<file path="src/source/mipsDecodePkg.sv">
package mipsDecodePkg;

    // Instruction field widths
    localparam int opWidth    = 6;
    localparam int regWidth   = 5;
    localparam int functWidth = 6;
    localparam int immWidth   = 16;

    // Primary opcodes
    localparam logic [5:0] opAddr = 6'h00;  // R-type group
    localparam logic [5:0] opJ    = 6'h02;
    localparam logic [5:0] opJal  = 6'h03;
    localparam logic [5:0] opBeq  = 6'h04;
    localparam logic [5:0] opOri  = 6'h0d;
    localparam logic [5:0] opLui  = 6'h0f;
    localparam logic [5:0] opLw   = 6'h23;
    localparam logic [5:0] opSw   = 6'h2b;

    // Funct codes inside the R-type group
    localparam logic [5:0] fnJr   = 6'h08;
    localparam logic [5:0] fnAddu = 6'h21;
    localparam logic [5:0] fnSubu = 6'h23;

    // ALU operations
    localparam logic [4:0] aluNone = 5'd0;
    localparam logic [4:0] aluAdd  = 5'd1;
    localparam logic [4:0] aluSub  = 5'd2;
    localparam logic [4:0] aluOr   = 5'd3;
    localparam logic [4:0] aluLui  = 5'd4;  // Imm shifted to upper half

    // Compare operations for branch resolution
    localparam logic [3:0] cmpNone  = 4'd0;
    localparam logic [3:0] cmpEqual = 4'd1;

    // Next-PC selection
    localparam logic [2:0] npcSeq    = 3'd0;
    localparam logic [2:0] npcBranch = 3'd1;
    localparam logic [2:0] npcJump   = 3'd2;
    localparam logic [2:0] npcReg    = 3'd3;

    // Destination register source
    localparam logic [1:0] wrSelRt = 2'd0;
    localparam logic [1:0] wrSelRd = 2'd1;
    localparam logic [1:0] wrSelRa = 2'd2;

    localparam logic [2:0] tuseNever = 3'd5;  // Source not read
    localparam logic [4:0] raReg     = 5'd31;

    typedef struct packed {
        logic [opWidth-1:0]    op;
        logic [regWidth-1:0]   rs;
        logic [regWidth-1:0]   rt;
        logic [regWidth-1:0]   rd;
        logic [regWidth-1:0]   shamt;
        logic [functWidth-1:0] funct;
    } rType_t;

    typedef struct packed {
        logic [opWidth-1:0]  op;
        logic [regWidth-1:0] rs;
        logic [regWidth-1:0] rt;
        logic [immWidth-1:0] imm16;
    } iType_t;

    // Same 32-bit word, seen as R-type or I-type
    typedef union packed {
        rType_t r;
        iType_t i;
    } instrWord_t;

endpackage
</file>
<file path="src/source/decodeStage.sv">
module decodeStage (
    input  logic        clk,
    input  logic        rst,
    input  logic [31:0] instr,
    input  logic        instrValid,
    output logic        stall,
    output logic        execValid,
    output logic [2:0]  execNpcop,
    output logic        execRfwe,
    output logic        execDmwe,
    output logic [1:0]  execExtop,
    output logic [1:0]  execAsel,
    output logic [1:0]  execBsel,
    output logic [1:0]  execWdsel,
    output logic [1:0]  execDmtype,
    output logic [3:0]  execCmpop,
    output logic [4:0]  execAluop,
    output logic [4:0]  execWriteReg
);

    import mipsDecodePkg::*;

    instrWord_t instrD;
    logic       validD;
    logic [2:0] npcop;
    logic       rfwe;
    logic       dmwe;
    logic [1:0] extop;
    logic [1:0] asel;
    logic [1:0] bsel;
    logic [1:0] wdsel;
    logic [1:0] dmtype;
    logic [3:0] cmpop;
    logic [4:0] aluop;
    logic [2:0] tuseRs;
    logic [2:0] tuseRt;
    logic [2:0] tnew;
    logic [4:0] writeReg;
    logic [4:0] writeRegE;
    logic [2:0] tnewE;

    decodeBuffer buffer (
        .clk(clk), .rst(rst), .instr(instr), .instrValid(instrValid),
        .stall(stall), .instrD(instrD), .validD(validD)
    );

    decodeController controller (
        .instrD(instrD), .validD(validD), .npcop(npcop), .rfwe(rfwe), .dmwe(dmwe),
        .extop(extop), .asel(asel), .bsel(bsel), .wdsel(wdsel), .dmtype(dmtype),
        .cmpop(cmpop), .aluop(aluop), .tuseRs(tuseRs), .tuseRt(tuseRt),
        .tnew(tnew), .writeReg(writeReg)
    );

    hazardTracker tracker (
        .clk(clk), .rst(rst), .instrD(instrD), .validD(validD), .tuseRs(tuseRs),
        .tuseRt(tuseRt), .writeRegE(writeRegE), .tnewE(tnewE), .stall(stall)
    );

    executeRegister execReg (
        .clk(clk), .rst(rst), .stall(stall), .validD(validD), .npcop(npcop),
        .rfwe(rfwe), .dmwe(dmwe), .extop(extop), .asel(asel), .bsel(bsel),
        .wdsel(wdsel), .dmtype(dmtype), .cmpop(cmpop), .aluop(aluop), .tnew(tnew),
        .writeReg(writeReg), .execValid(execValid), .execNpcop(execNpcop),
        .execRfwe(execRfwe), .execDmwe(execDmwe), .execExtop(execExtop),
        .execAsel(execAsel), .execBsel(execBsel), .execWdsel(execWdsel),
        .execDmtype(execDmtype), .execCmpop(execCmpop), .execAluop(execAluop),
        .execWriteReg(execWriteReg), .writeRegE(writeRegE), .tnewE(tnewE)
    );

endmodule

</file>
<file path="src/source/executeRegister.sv">
module executeRegister (
    input  logic       clk,
    input  logic       rst,
    input  logic       stall,
    input  logic       validD,
    input  logic [2:0] npcop,
    input  logic       rfwe,
    input  logic       dmwe,
    input  logic [1:0] extop,
    input  logic [1:0] asel,
    input  logic [1:0] bsel,
    input  logic [1:0] wdsel,
    input  logic [1:0] dmtype,
    input  logic [3:0] cmpop,
    input  logic [4:0] aluop,
    input  logic [2:0] tnew,
    input  logic [4:0] writeReg,
    output logic       execValid,
    output logic [2:0] execNpcop,
    output logic       execRfwe,
    output logic       execDmwe,
    output logic [1:0] execExtop,
    output logic [1:0] execAsel,
    output logic [1:0] execBsel,
    output logic [1:0] execWdsel,
    output logic [1:0] execDmtype,
    output logic [3:0] execCmpop,
    output logic [4:0] execAluop,
    output logic [4:0] execWriteReg,
    output logic [4:0] writeRegE,
    output logic [2:0] tnewE
);

    always_ff @(posedge clk) begin
        if (rst || stall) begin  // Stall inserts a bubble
            execValid    <= 1'b0;
            execNpcop    <= 3'd0;
            execRfwe     <= 1'b0;
            execDmwe     <= 1'b0;
            execExtop    <= 2'd0;
            execAsel     <= 2'd0;
            execBsel     <= 2'd0;
            execWdsel    <= 2'd0;
            execDmtype   <= 2'd0;
            execCmpop    <= 4'd0;
            execAluop    <= 5'd0;
            execWriteReg <= 5'd0;
            tnewE        <= 3'd0;
        end else begin
            execValid    <= validD;
            execNpcop    <= npcop;
            execRfwe     <= rfwe;
            execDmwe     <= dmwe;
            execExtop    <= extop;
            execAsel     <= asel;
            execBsel     <= bsel;
            execWdsel    <= wdsel;
            execDmtype   <= dmtype;
            execCmpop    <= cmpop;
            execAluop    <= aluop;
            execWriteReg <= writeReg;
            tnewE        <= tnew;
        end
    end

    assign writeRegE = execWriteReg;  // Execute writer back to the tracker

endmodule

</file>
<file path="src/source/hazardTracker.sv">
module hazardTracker (
    input  logic                     clk,
    input  logic                     rst,
    input  mipsDecodePkg::instrWord_t instrD,
    input  logic                     validD,
    input  logic [2:0]               tuseRs,
    input  logic [2:0]               tuseRt,
    input  logic [4:0]               writeRegE,
    input  logic [2:0]               tnewE,
    output logic                     stall
);

    import mipsDecodePkg::*;

    logic [4:0] writeRegM;
    logic [2:0] tnewM;
    logic [2:0] remainE;
    logic [2:0] remainM;
    logic       hazardRs;
    logic       hazardRt;

    // Memory-stage writer follows the execute register by one cycle
    always_ff @(posedge clk) begin
        if (rst) begin
            writeRegM <= 5'd0;
            tnewM     <= 3'd0;
        end else begin
            writeRegM <= writeRegE;
            tnewM     <= tnewE;
        end
    end

    // Remaining cycles until each writer's result exists, floored at zero
    assign remainE = (tnewE > 3'd1) ? tnewE - 3'd1 : 3'd0;
    assign remainM = (tnewM > 3'd2) ? tnewM - 3'd2 : 3'd0;

    function automatic logic srcHazard(
        input logic [4:0] src,
        input logic [2:0] tuse,
        input logic [4:0] regE,
        input logic [2:0] remE,
        input logic [4:0] regM,
        input logic [2:0] remM
    );
        logic hitE;
        logic hitM;
        hitE = (src == regE) && (tuse < remE);
        hitM = (src == regM) && (tuse < remM);
        return (src != 5'd0) && (hitE || hitM);
    endfunction

    assign hazardRs = srcHazard(instrD.r.rs, tuseRs, writeRegE, remainE,
                                writeRegM, remainM);
    assign hazardRt = srcHazard(instrD.i.rt, tuseRt, writeRegE, remainE,
                                writeRegM, remainM);

    assign stall = validD & (hazardRs | hazardRt);

endmodule

</file>
<file path="src/source/decodeController.sv">
module decodeController (
    input  mipsDecodePkg::instrWord_t instrD,
    input  logic                     validD,
    output logic [2:0]               npcop,
    output logic                     rfwe,
    output logic                     dmwe,
    output logic [1:0]               extop,
    output logic [1:0]               asel,
    output logic [1:0]               bsel,
    output logic [1:0]               wdsel,
    output logic [1:0]               dmtype,
    output logic [3:0]               cmpop,
    output logic [4:0]               aluop,
    output logic [2:0]               tuseRs,
    output logic [2:0]               tuseRt,
    output logic [2:0]               tnew,
    output logic [4:0]               writeReg
);

    import mipsDecodePkg::*;

    logic [1:0] wrSel;

    always_comb begin
        npcop  = npcSeq;  // Defaults decode as nop
        rfwe   = 1'b0;
        dmwe   = 1'b0;
        extop  = 2'd0;
        asel   = 2'd0;
        bsel   = 2'd0;
        wdsel  = 2'd0;
        dmtype = 2'd0;
        cmpop  = cmpNone;
        aluop  = aluNone;
        tuseRs = tuseNever;
        tuseRt = tuseNever;
        tnew   = 3'd0;
        wrSel  = wrSelRt;
        if (validD) begin
            case (instrD.r.op)
                opAddr: begin
                    case (instrD.r.funct)
                        fnAddu, fnSubu: begin
                            rfwe   = 1'b1;
                            wrSel  = wrSelRd;
                            aluop  = (instrD.r.funct == fnSubu) ? aluSub : aluAdd;
                            tnew   = 3'd2;
                            tuseRs = 3'd1;
                            tuseRt = 3'd1;
                        end
                        fnJr: begin
                            npcop  = npcReg;
                            tuseRs = 3'd0;  // Target needed in decode
                        end
                        default: ;
                    endcase
                end
                opOri: begin
                    rfwe   = 1'b1;
                    bsel   = 2'd1;
                    aluop  = aluOr;
                    tnew   = 3'd2;
                    tuseRs = 3'd1;
                end
                opLui: begin
                    rfwe  = 1'b1;
                    bsel  = 2'd1;
                    aluop = aluLui;
                    tnew  = 3'd2;
                end
                opLw: begin
                    rfwe   = 1'b1;
                    extop  = 2'd1;
                    bsel   = 2'd1;
                    wdsel  = 2'd1;  // Memory data
                    aluop  = aluAdd;
                    tnew   = 3'd3;
                    tuseRs = 3'd1;
                end
                opSw: begin
                    dmwe   = 1'b1;
                    extop  = 2'd1;
                    bsel   = 2'd1;
                    aluop  = aluAdd;
                    tuseRs = 3'd1;
                    tuseRt = 3'd2;  // Store data read late
                end
                opBeq: begin
                    npcop  = npcBranch;
                    extop  = 2'd1;
                    cmpop  = cmpEqual;
                    tuseRs = 3'd0;
                    tuseRt = 3'd0;
                end
                opJ: begin
                    npcop = npcJump;
                end
                opJal: begin
                    npcop = npcJump;
                    rfwe  = 1'b1;
                    wrSel = wrSelRa;
                    wdsel = 2'd2;  // Return address
                end
                default: ;
            endcase
        end
    end

    always_comb begin
        case (wrSel)
            wrSelRd: writeReg = instrD.r.rd;
            wrSelRa: writeReg = raReg;
            default: writeReg = instrD.i.rt;
        endcase
        if (!rfwe) begin
            writeReg = 5'd0;
        end
    end

endmodule

</file>
<file path="src/source/decodeBuffer.sv">
module decodeBuffer (
    input  logic                     clk,
    input  logic                     rst,
    input  logic [31:0]              instr,
    input  logic                     instrValid,
    input  logic                     stall,
    output mipsDecodePkg::instrWord_t instrD,
    output logic                     validD
);

    import mipsDecodePkg::*;

    logic load;

    assign load = instrValid & ~stall;

    always_ff @(posedge clk) begin
        if (load) begin
            instrD <= instrWord_t'(instr);
        end
    end

    always_ff @(posedge clk) begin
        if (rst) begin
            validD <= 1'b0;
        end else if (!stall) begin
            validD <= instrValid;  // Held while stalled
        end
    end

endmodule

</file>
<file path="config.mk">
export PLATFORM = sky130hd
export DESIGN_NAME = decodeStage
export DESIGN_NICKNAME = d
export VERILOG_FILES = /design/src/source/mipsDecodePkg.sv /design/src/source/decodeStage.sv /design/src/source/executeRegister.sv /design/src/source/hazardTracker.sv /design/src/source/decodeController.sv /design/src/source/decodeBuffer.sv
export SDC_FILE = /design/constraint.sdc
export NUM_CORES = 1
export LEC_CHECK = 0
export BUFFER_PORTS_ARGS = -buffer_cell sky130_fd_sc_hd__buf_2
export CORE_ASPECT_RATIO = 0.8
export CORE_UTILIZATION = 31
export DETAILED_ROUTE_END_ITERATION = 6
export GPL_ROUTABILITY_DRIVEN = 0
export PLACE_DENSITY = 0.53
export SLEW_MARGIN = 20
export SYNTH_ARGS = -nofsm -noshare
export SYNTH_HDL_FRONTEND = slang
export SYNTH_HIERARCHICAL = 1
export SYNTH_SLANG_ARGS = --single-unit
</file>
<file path="constraint.sdc">
create_clock -name clk -period 5.2 [get_ports clk]
set_clock_uncertainty 0.15 [all_clocks]
set_input_delay 0.52 -clock clk [delete_from_list [all_inputs] [get_ports clk]]
set_output_delay 0.52 -clock clk [all_outputs]
set_load 0.02 [all_outputs]
</file>
## After elaboration in Yosys (flattened, before gate mapping)

Index checks and enable logic that the tools add are counted.

| operators by class | value |
|---|---|
| add/sub/neg operators | 2 |
| magnitude comparators | 6 |
| equal/unequal tests | 16 |
| multiplexer cells | 27 |
| bitwise operators | 6 |
| reductions and logical operators | 22 |

Operators by type and width:

| operator | number |
|---|---|
| $pmux W3 S3 | 4 |
| $eq A6 B6 Y1 const B | 4 |
| $eq A5 B5 Y1 | 4 |
| $pmux W5 S4 | 1 |
| $eq A6 B4 Y1 const B | 3 |
| $mux W3 | 5 |
| $eq A6 B2 Y1 const B | 2 |
| $lt A3 B3 Y1 | 4 |
| $reduce_or A2 Y1 | 6 |
| $pmux W5 S2 | 1 |
| $reduce_bool A5 Y1 | 2 |
| $mux W2 | 4 |
| $pmux W2 S2 | 2 |
| $reduce_or A4 Y1 | 2 |
| $mux W1 | 7 |
| $eq A6 B3 Y1 const B | 1 |
| $logic_and A1 B1 Y1 | 6 |
| $logic_not A6 Y1 | 1 |
| $pmux W3 S2 | 1 |
| $reduce_or A3 Y1 | 2 |
| $mux W5 | 1 |
| $gt A3 B1 Y1 const B | 1 |
| $gt A3 B2 Y1 const B | 1 |
| $logic_or A1 B1 Y1 | 3 |
| other kinds (8) | 11 |

| word-level totals | value |
|---|---|
| register bits | 70 |
| input port bits | 35 |
| output and inout port bits | 31 |

## Longest topological paths before layout

| logic depth | value |
|---|---|
| depth after elaboration | 13 |
| gate-level depth with buffers | 11 |
| depth with buffers taken out | 9 |

## By module

Netlist, hierarchy kept.

Modules (own cells, without submodules):

| module | instances | cells an instance | area each (um^2) | seq. area each (um^2) |
|---|---|---|---|---|
| executeRegister | 1 | 79 | 1186.1 | 660.6 |
| decodeBuffer | 1 | 36 | 1003.5 | 980.9 |
| hazardTracker | 1 | 73 | 690.7 | 160.2 |
| decodeController | 1 | 102 | 660.6 | 0.0 |

## Worst setup path before layout

No wires, ideal clock.

| timing | value |
|---|---|
| path type | register -> register |
| start point | reg buffer/instrD[31] (netlist bit) |
| end point | reg buffer/instrD[0] (netlist bit), enable pin |
| setup time | 319 ps |
| arrival | 3158 ps |
| required time | 4731 ps |
| setup slack | 1572 ps |
| cell stages (with the launch flop) | 10 |
| cells stage by stage | edfxtp_1 > clkbuf_1 > or3_1 > o22ai_1 > a21boi_0 > ha_1 > a2111oi_0 > a22oi_1 > o22ai_1 > and2b_2 |

RTL lines:

| element | line | RTL |
|---|---|---|
| from (decl) | decodeBuffer.sv:7 | `output mipsDecodePkg::instrWord_t instrD,` |
| from (signal assigned) | decodeBuffer.sv:19 | `instrD <= instrWord_t'(instr);` |
| $eq A6 B3 Y1 (tied with other cells) | decodeController.sv:40 | `case (instrD.r.op)` |
| $pmux W3 S3 * | decodeController.sv:40 |  |
| $mux W3 * | decodeController.sv:39 | `if (validD) begin` |
| via tuseRt[2] | decodeStage.sv:36 | `logic [2:0] tuseRt;` |
| $lt A3 B3 Y1 (on tied branches) | hazardTracker.sv:47, hazardTracker.sv:48 |  |
| $logic_and A1 B1 Y1 (on tied branches) | hazardTracker.sv:47, hazardTracker.sv:48 |  |
| $logic_or A1 B1 Y1 * | hazardTracker.sv:49 | `return (src != 5'd0) && (hitE \|\| hitM);` |
| $logic_and A1 B1 Y1 * | hazardTracker.sv:49 |  |
| $or A1 B1 Y1 * | hazardTracker.sv:57 | `assign stall = validD & (hazardRs \| hazardRt);` |
| $and A1 B1 Y1 * | hazardTracker.sv:57 |  |
| via stall | decodeStage.sv:6 | `output logic stall,` |
| $not A1 Y1 * | decodeBuffer.sv:15 | `assign load = instrValid & ~stall;` |
| $and A1 B1 Y1 * | decodeBuffer.sv:15 |  |
| via buffer.load | decodeBuffer.sv:13 | `logic load;` |

Mark *: on every way through the listed nets, which the timed path passes. The rest lies on a longest branch.
A chain may end at the register's enable or synchronous reset.

## Worst setup path in the final report

| timing | value |
|---|---|
| start point | reg buffer/instrD[28] (netlist bit) |
| end point | out stall |

RTL lines:

| element | line |
|---|---|
| $eq A6 B3 Y1 (tied with other cells) | decodeController.sv:40 |
| $pmux W3 S3 * | decodeController.sv:40 |
| $mux W3 * | decodeController.sv:39 |
| via tuseRt[2] | decodeStage.sv:36 |
| $lt A3 B3 Y1 (on tied branches) | hazardTracker.sv:47, hazardTracker.sv:48 |
| $logic_and A1 B1 Y1 (on tied branches) | hazardTracker.sv:47, hazardTracker.sv:48 |
| $logic_or A1 B1 Y1 * | hazardTracker.sv:49 |
| $logic_and A1 B1 Y1 * | hazardTracker.sv:49 |
| $or A1 B1 Y1 * | hazardTracker.sv:57 |
| $and A1 B1 Y1 * | hazardTracker.sv:57 |
| to (decl) | decodeStage.sv:6 |

Marks and branches as above.

==> impl_metrics.ini <==
[grt]
grt_pass1_vias = 2111
grt-busiest-layer = met2
grt-ovfl-total = 0
track_usage_pct = 12.6
met1_usage_pct = 16.7
grtUsageMet3_pct = 4.07
grt_antenna_before_repair = 0
grtUsageMet2_pct = 19.5
grt_max_degree = 43
grt_first_pass_wirelength_um = 10800

[sta]
timing.final.hold_violations = 0
final.min_clock_period_ns = 4.11
max_freq_mhz = 244
hold-worst-slack_ns = 0.216
worst_slack_ns = 1.09
setup-tns-final_ns = 0
period_share_pct = 78.9
slew_violations = 0
rsz0062_at_grt = false
finalSetupViolCount = 0
maxSlewHeadroom_pct = 47.4
tightest_slew_ns = 0.781

[power_and_ir_drop]
power.internal_w = 0.000984
vdd_drop_max_mv = 0.197
power_leakage_nw = 1.55
clkPwrFrac_pct = 46.8
power.density_mw_per_mm2 = 318
combPwrFrac_pct = 5.5
swShare_pct = 22.1
netSwitchingPower_w = 0.000279
sequentialPowerShare_pct = 47.7

[clocking]
clk_pin_slew_worst_paths_ns = 0.06
cts_buffers = 9
clk_latency_ns = 0.33
post_cts_buffers = 0
cts_tree = yes
postCtsHoldBufs = 0
root_buffer = clkbuf_16
cts_max_path_buffers = 2
ctsResizeCount = 0
cts_sinks = 69
htreeDepth = 3

[routing]
avgViaCountPerCell = 4.52
wirelength_um = 6740
ant_nets = 0
avgRoutedWirePerCell_um = 14.0
drt-initial-drc-count = 123
dr.pass1.iters = 5
drc = 0
dr_total_vias = 2181

[setup_path]
critPathCaptureType = primary output
criticalPathCategory = reg -> out
r2r-start = buffer/instrD[28]
critPathSlowestCell = edfxtp_1
max_stage_delay_ns = 0.62
timing.rr.end = buffer/validD
startpoint = buffer/instrD[28]
required_ns = 4.53
path_cells = nor4b_2, nand4_1, a21boi_0, ha_1, a2111oi_0, a22oi_1, o22ai_4, buf_2
start_kind = flop
worstPathMaxFanout = 18
critPathCapture = stall
critPathArrivalTime_ns = 3.44
r2r_cells = 10
rrSetupSlack_ns = 1.21

[yosys]
syn_area_mm2 = 0.00339
synth.yosys.warnings = 6
synth.avg_cell_area_um2 = 11.9
syn_inst = 285

[place]
place_area_mm2 = 0.00367
dp_slack_ns = 1.19
portBuffers = 60
dp.final_hpwl_um = 4730

[final_layout]
diodes = 0
area_growth_pct = 17.1
fillers = 1008
post-route-util_pct = 38.0
nets = 383
drive_above_1_share_pct = 33.3
fin_area_mm2 = 0.00397

[die]
die_w_um = 119
initial_core_util_pct = 32.5
die_h_um = 95.5
core_mm2 = 0.0104
fp.dieArea_mm2 = 0.0114
num_rows = 33
io_pins = 66

[worst_hold_path]
hold_path.class = in -> reg

[status]
status = completed

[job]
maxCapViolCount = 0
-- how the worst min path moves through the flow --
stage,start,endpoint,slack (ns),cells past startpoint
2_1_floorplan,execReg/tnewE[0],tracker/tnewM[0],0.29,2
6_report,instr[2],buffer/instrD[2],0.22,1
3_3_place_gp,execReg/tnewE[1],tracker/tnewM[1],0.32,2
5_1_grt,instr[26],buffer/instrD[26],0.20,1
3_5_place_dp,execReg/tnewE[1],tracker/tnewM[1],0.33,2
4_1_cts,instr[2],buffer/instrD[2],0.20,1
-- worst max-delay path, delay by kind of cell (launching register included) --
kind	cells	cell delay [ns]
AOI/OAI and AO/OA	4	1.11
DFF	1	0.62
adders and majority gates	1	0.34
buffers and inverters	1	0.20
and+or+nand+nor	2	0.84
-- layout make-up --
| cell class | count | area [µm²] | share of cell area (%) |
|---|---|---|---|
| Clock buffer | 10 | 229 | 5.77 |
| Clock inverter | 6 | 63.8 | 1.61 |
| Inverter | 11 | 41.3 | 1.04 |
| Multi-Input combinational cell | 185 | 1500 | 37.8 |
| Sequential cell | 69 | 1650 | 41.6 |
| Tap cell | 140 | 175 | 4.41 |
| Timing Repair Buffer | 61 | 310 | 7.82 |
-- flip-flops by register name (all words and copies together) (netlist names), 2 cells and up --
register / flops
buffer/instrD: 27
execReg/execAluop: 5
execReg/execWriteReg: 5
tracker/writeRegM: 5
execReg/execCmpop: 4
execReg/execNpcop: 3
execReg/tnewE: 3
tracker/tnewM: 3
execReg/execAsel: 2
execReg/execBsel: 2
execReg/execDmtype: 2
execReg/execExtop: 2
execReg/execWdsel: 2
-- power by group through the flow --
stage / sequential (W) / combinational [W] / clock (W)
4_1_cts: 0.000602 / 0.0000691 / 0.000612
5_1_grt: 0.000605 / 0.0000769 / 0.000636
6_report: 0.000602 / 0.0000692 / 0.000591
2_1_floorplan: 0.000612 / 0.0000519 / 0
3_3_place_gp: 0.000613 / 0.0000673 / 0
3_5_place_dp: 0.000614 / 0.0000686 / 0
-- per-layer routing --
metal,part of all wire (%),wire length [µm],vias to the layer above
met5,0,0,-
met4,0.88,59,0
met1,51,3440,1011
met2,44,2990,53
li1,-,-,1110
met3,3.7,250,7
-- cells in the final DEF, fill, tap and decap left out, drive strengths merged, types with 4 or more instances in the layout --
master   count
nand4        6
ha          11
nor3         8
nor3b       35
xor2         4
nor2b       10
o21ai        6
edfxtp      27
o22ai        4
xnor2       16
a222oi       5
clkbuf      10
a2111oi      4
buf         61
dfxtp       42
clkinv       4
inv         11
nand2       11
conb        14
nand3        4
nor2         9
-- through the flow --
| stage | std cells | total power [W] |
|---|---|---|
| floorplan | 298 | 0.000664 |
| global placement | 466 | 0.000680 |
| detailed placement | 466 | 0.000682 |
| CTS | 482 | 0.00128 |
| global route | 482 | 0.00132 |
| finish | 482 | 0.00126 |
No activity file was read; power rests on OpenSTA's default activity.
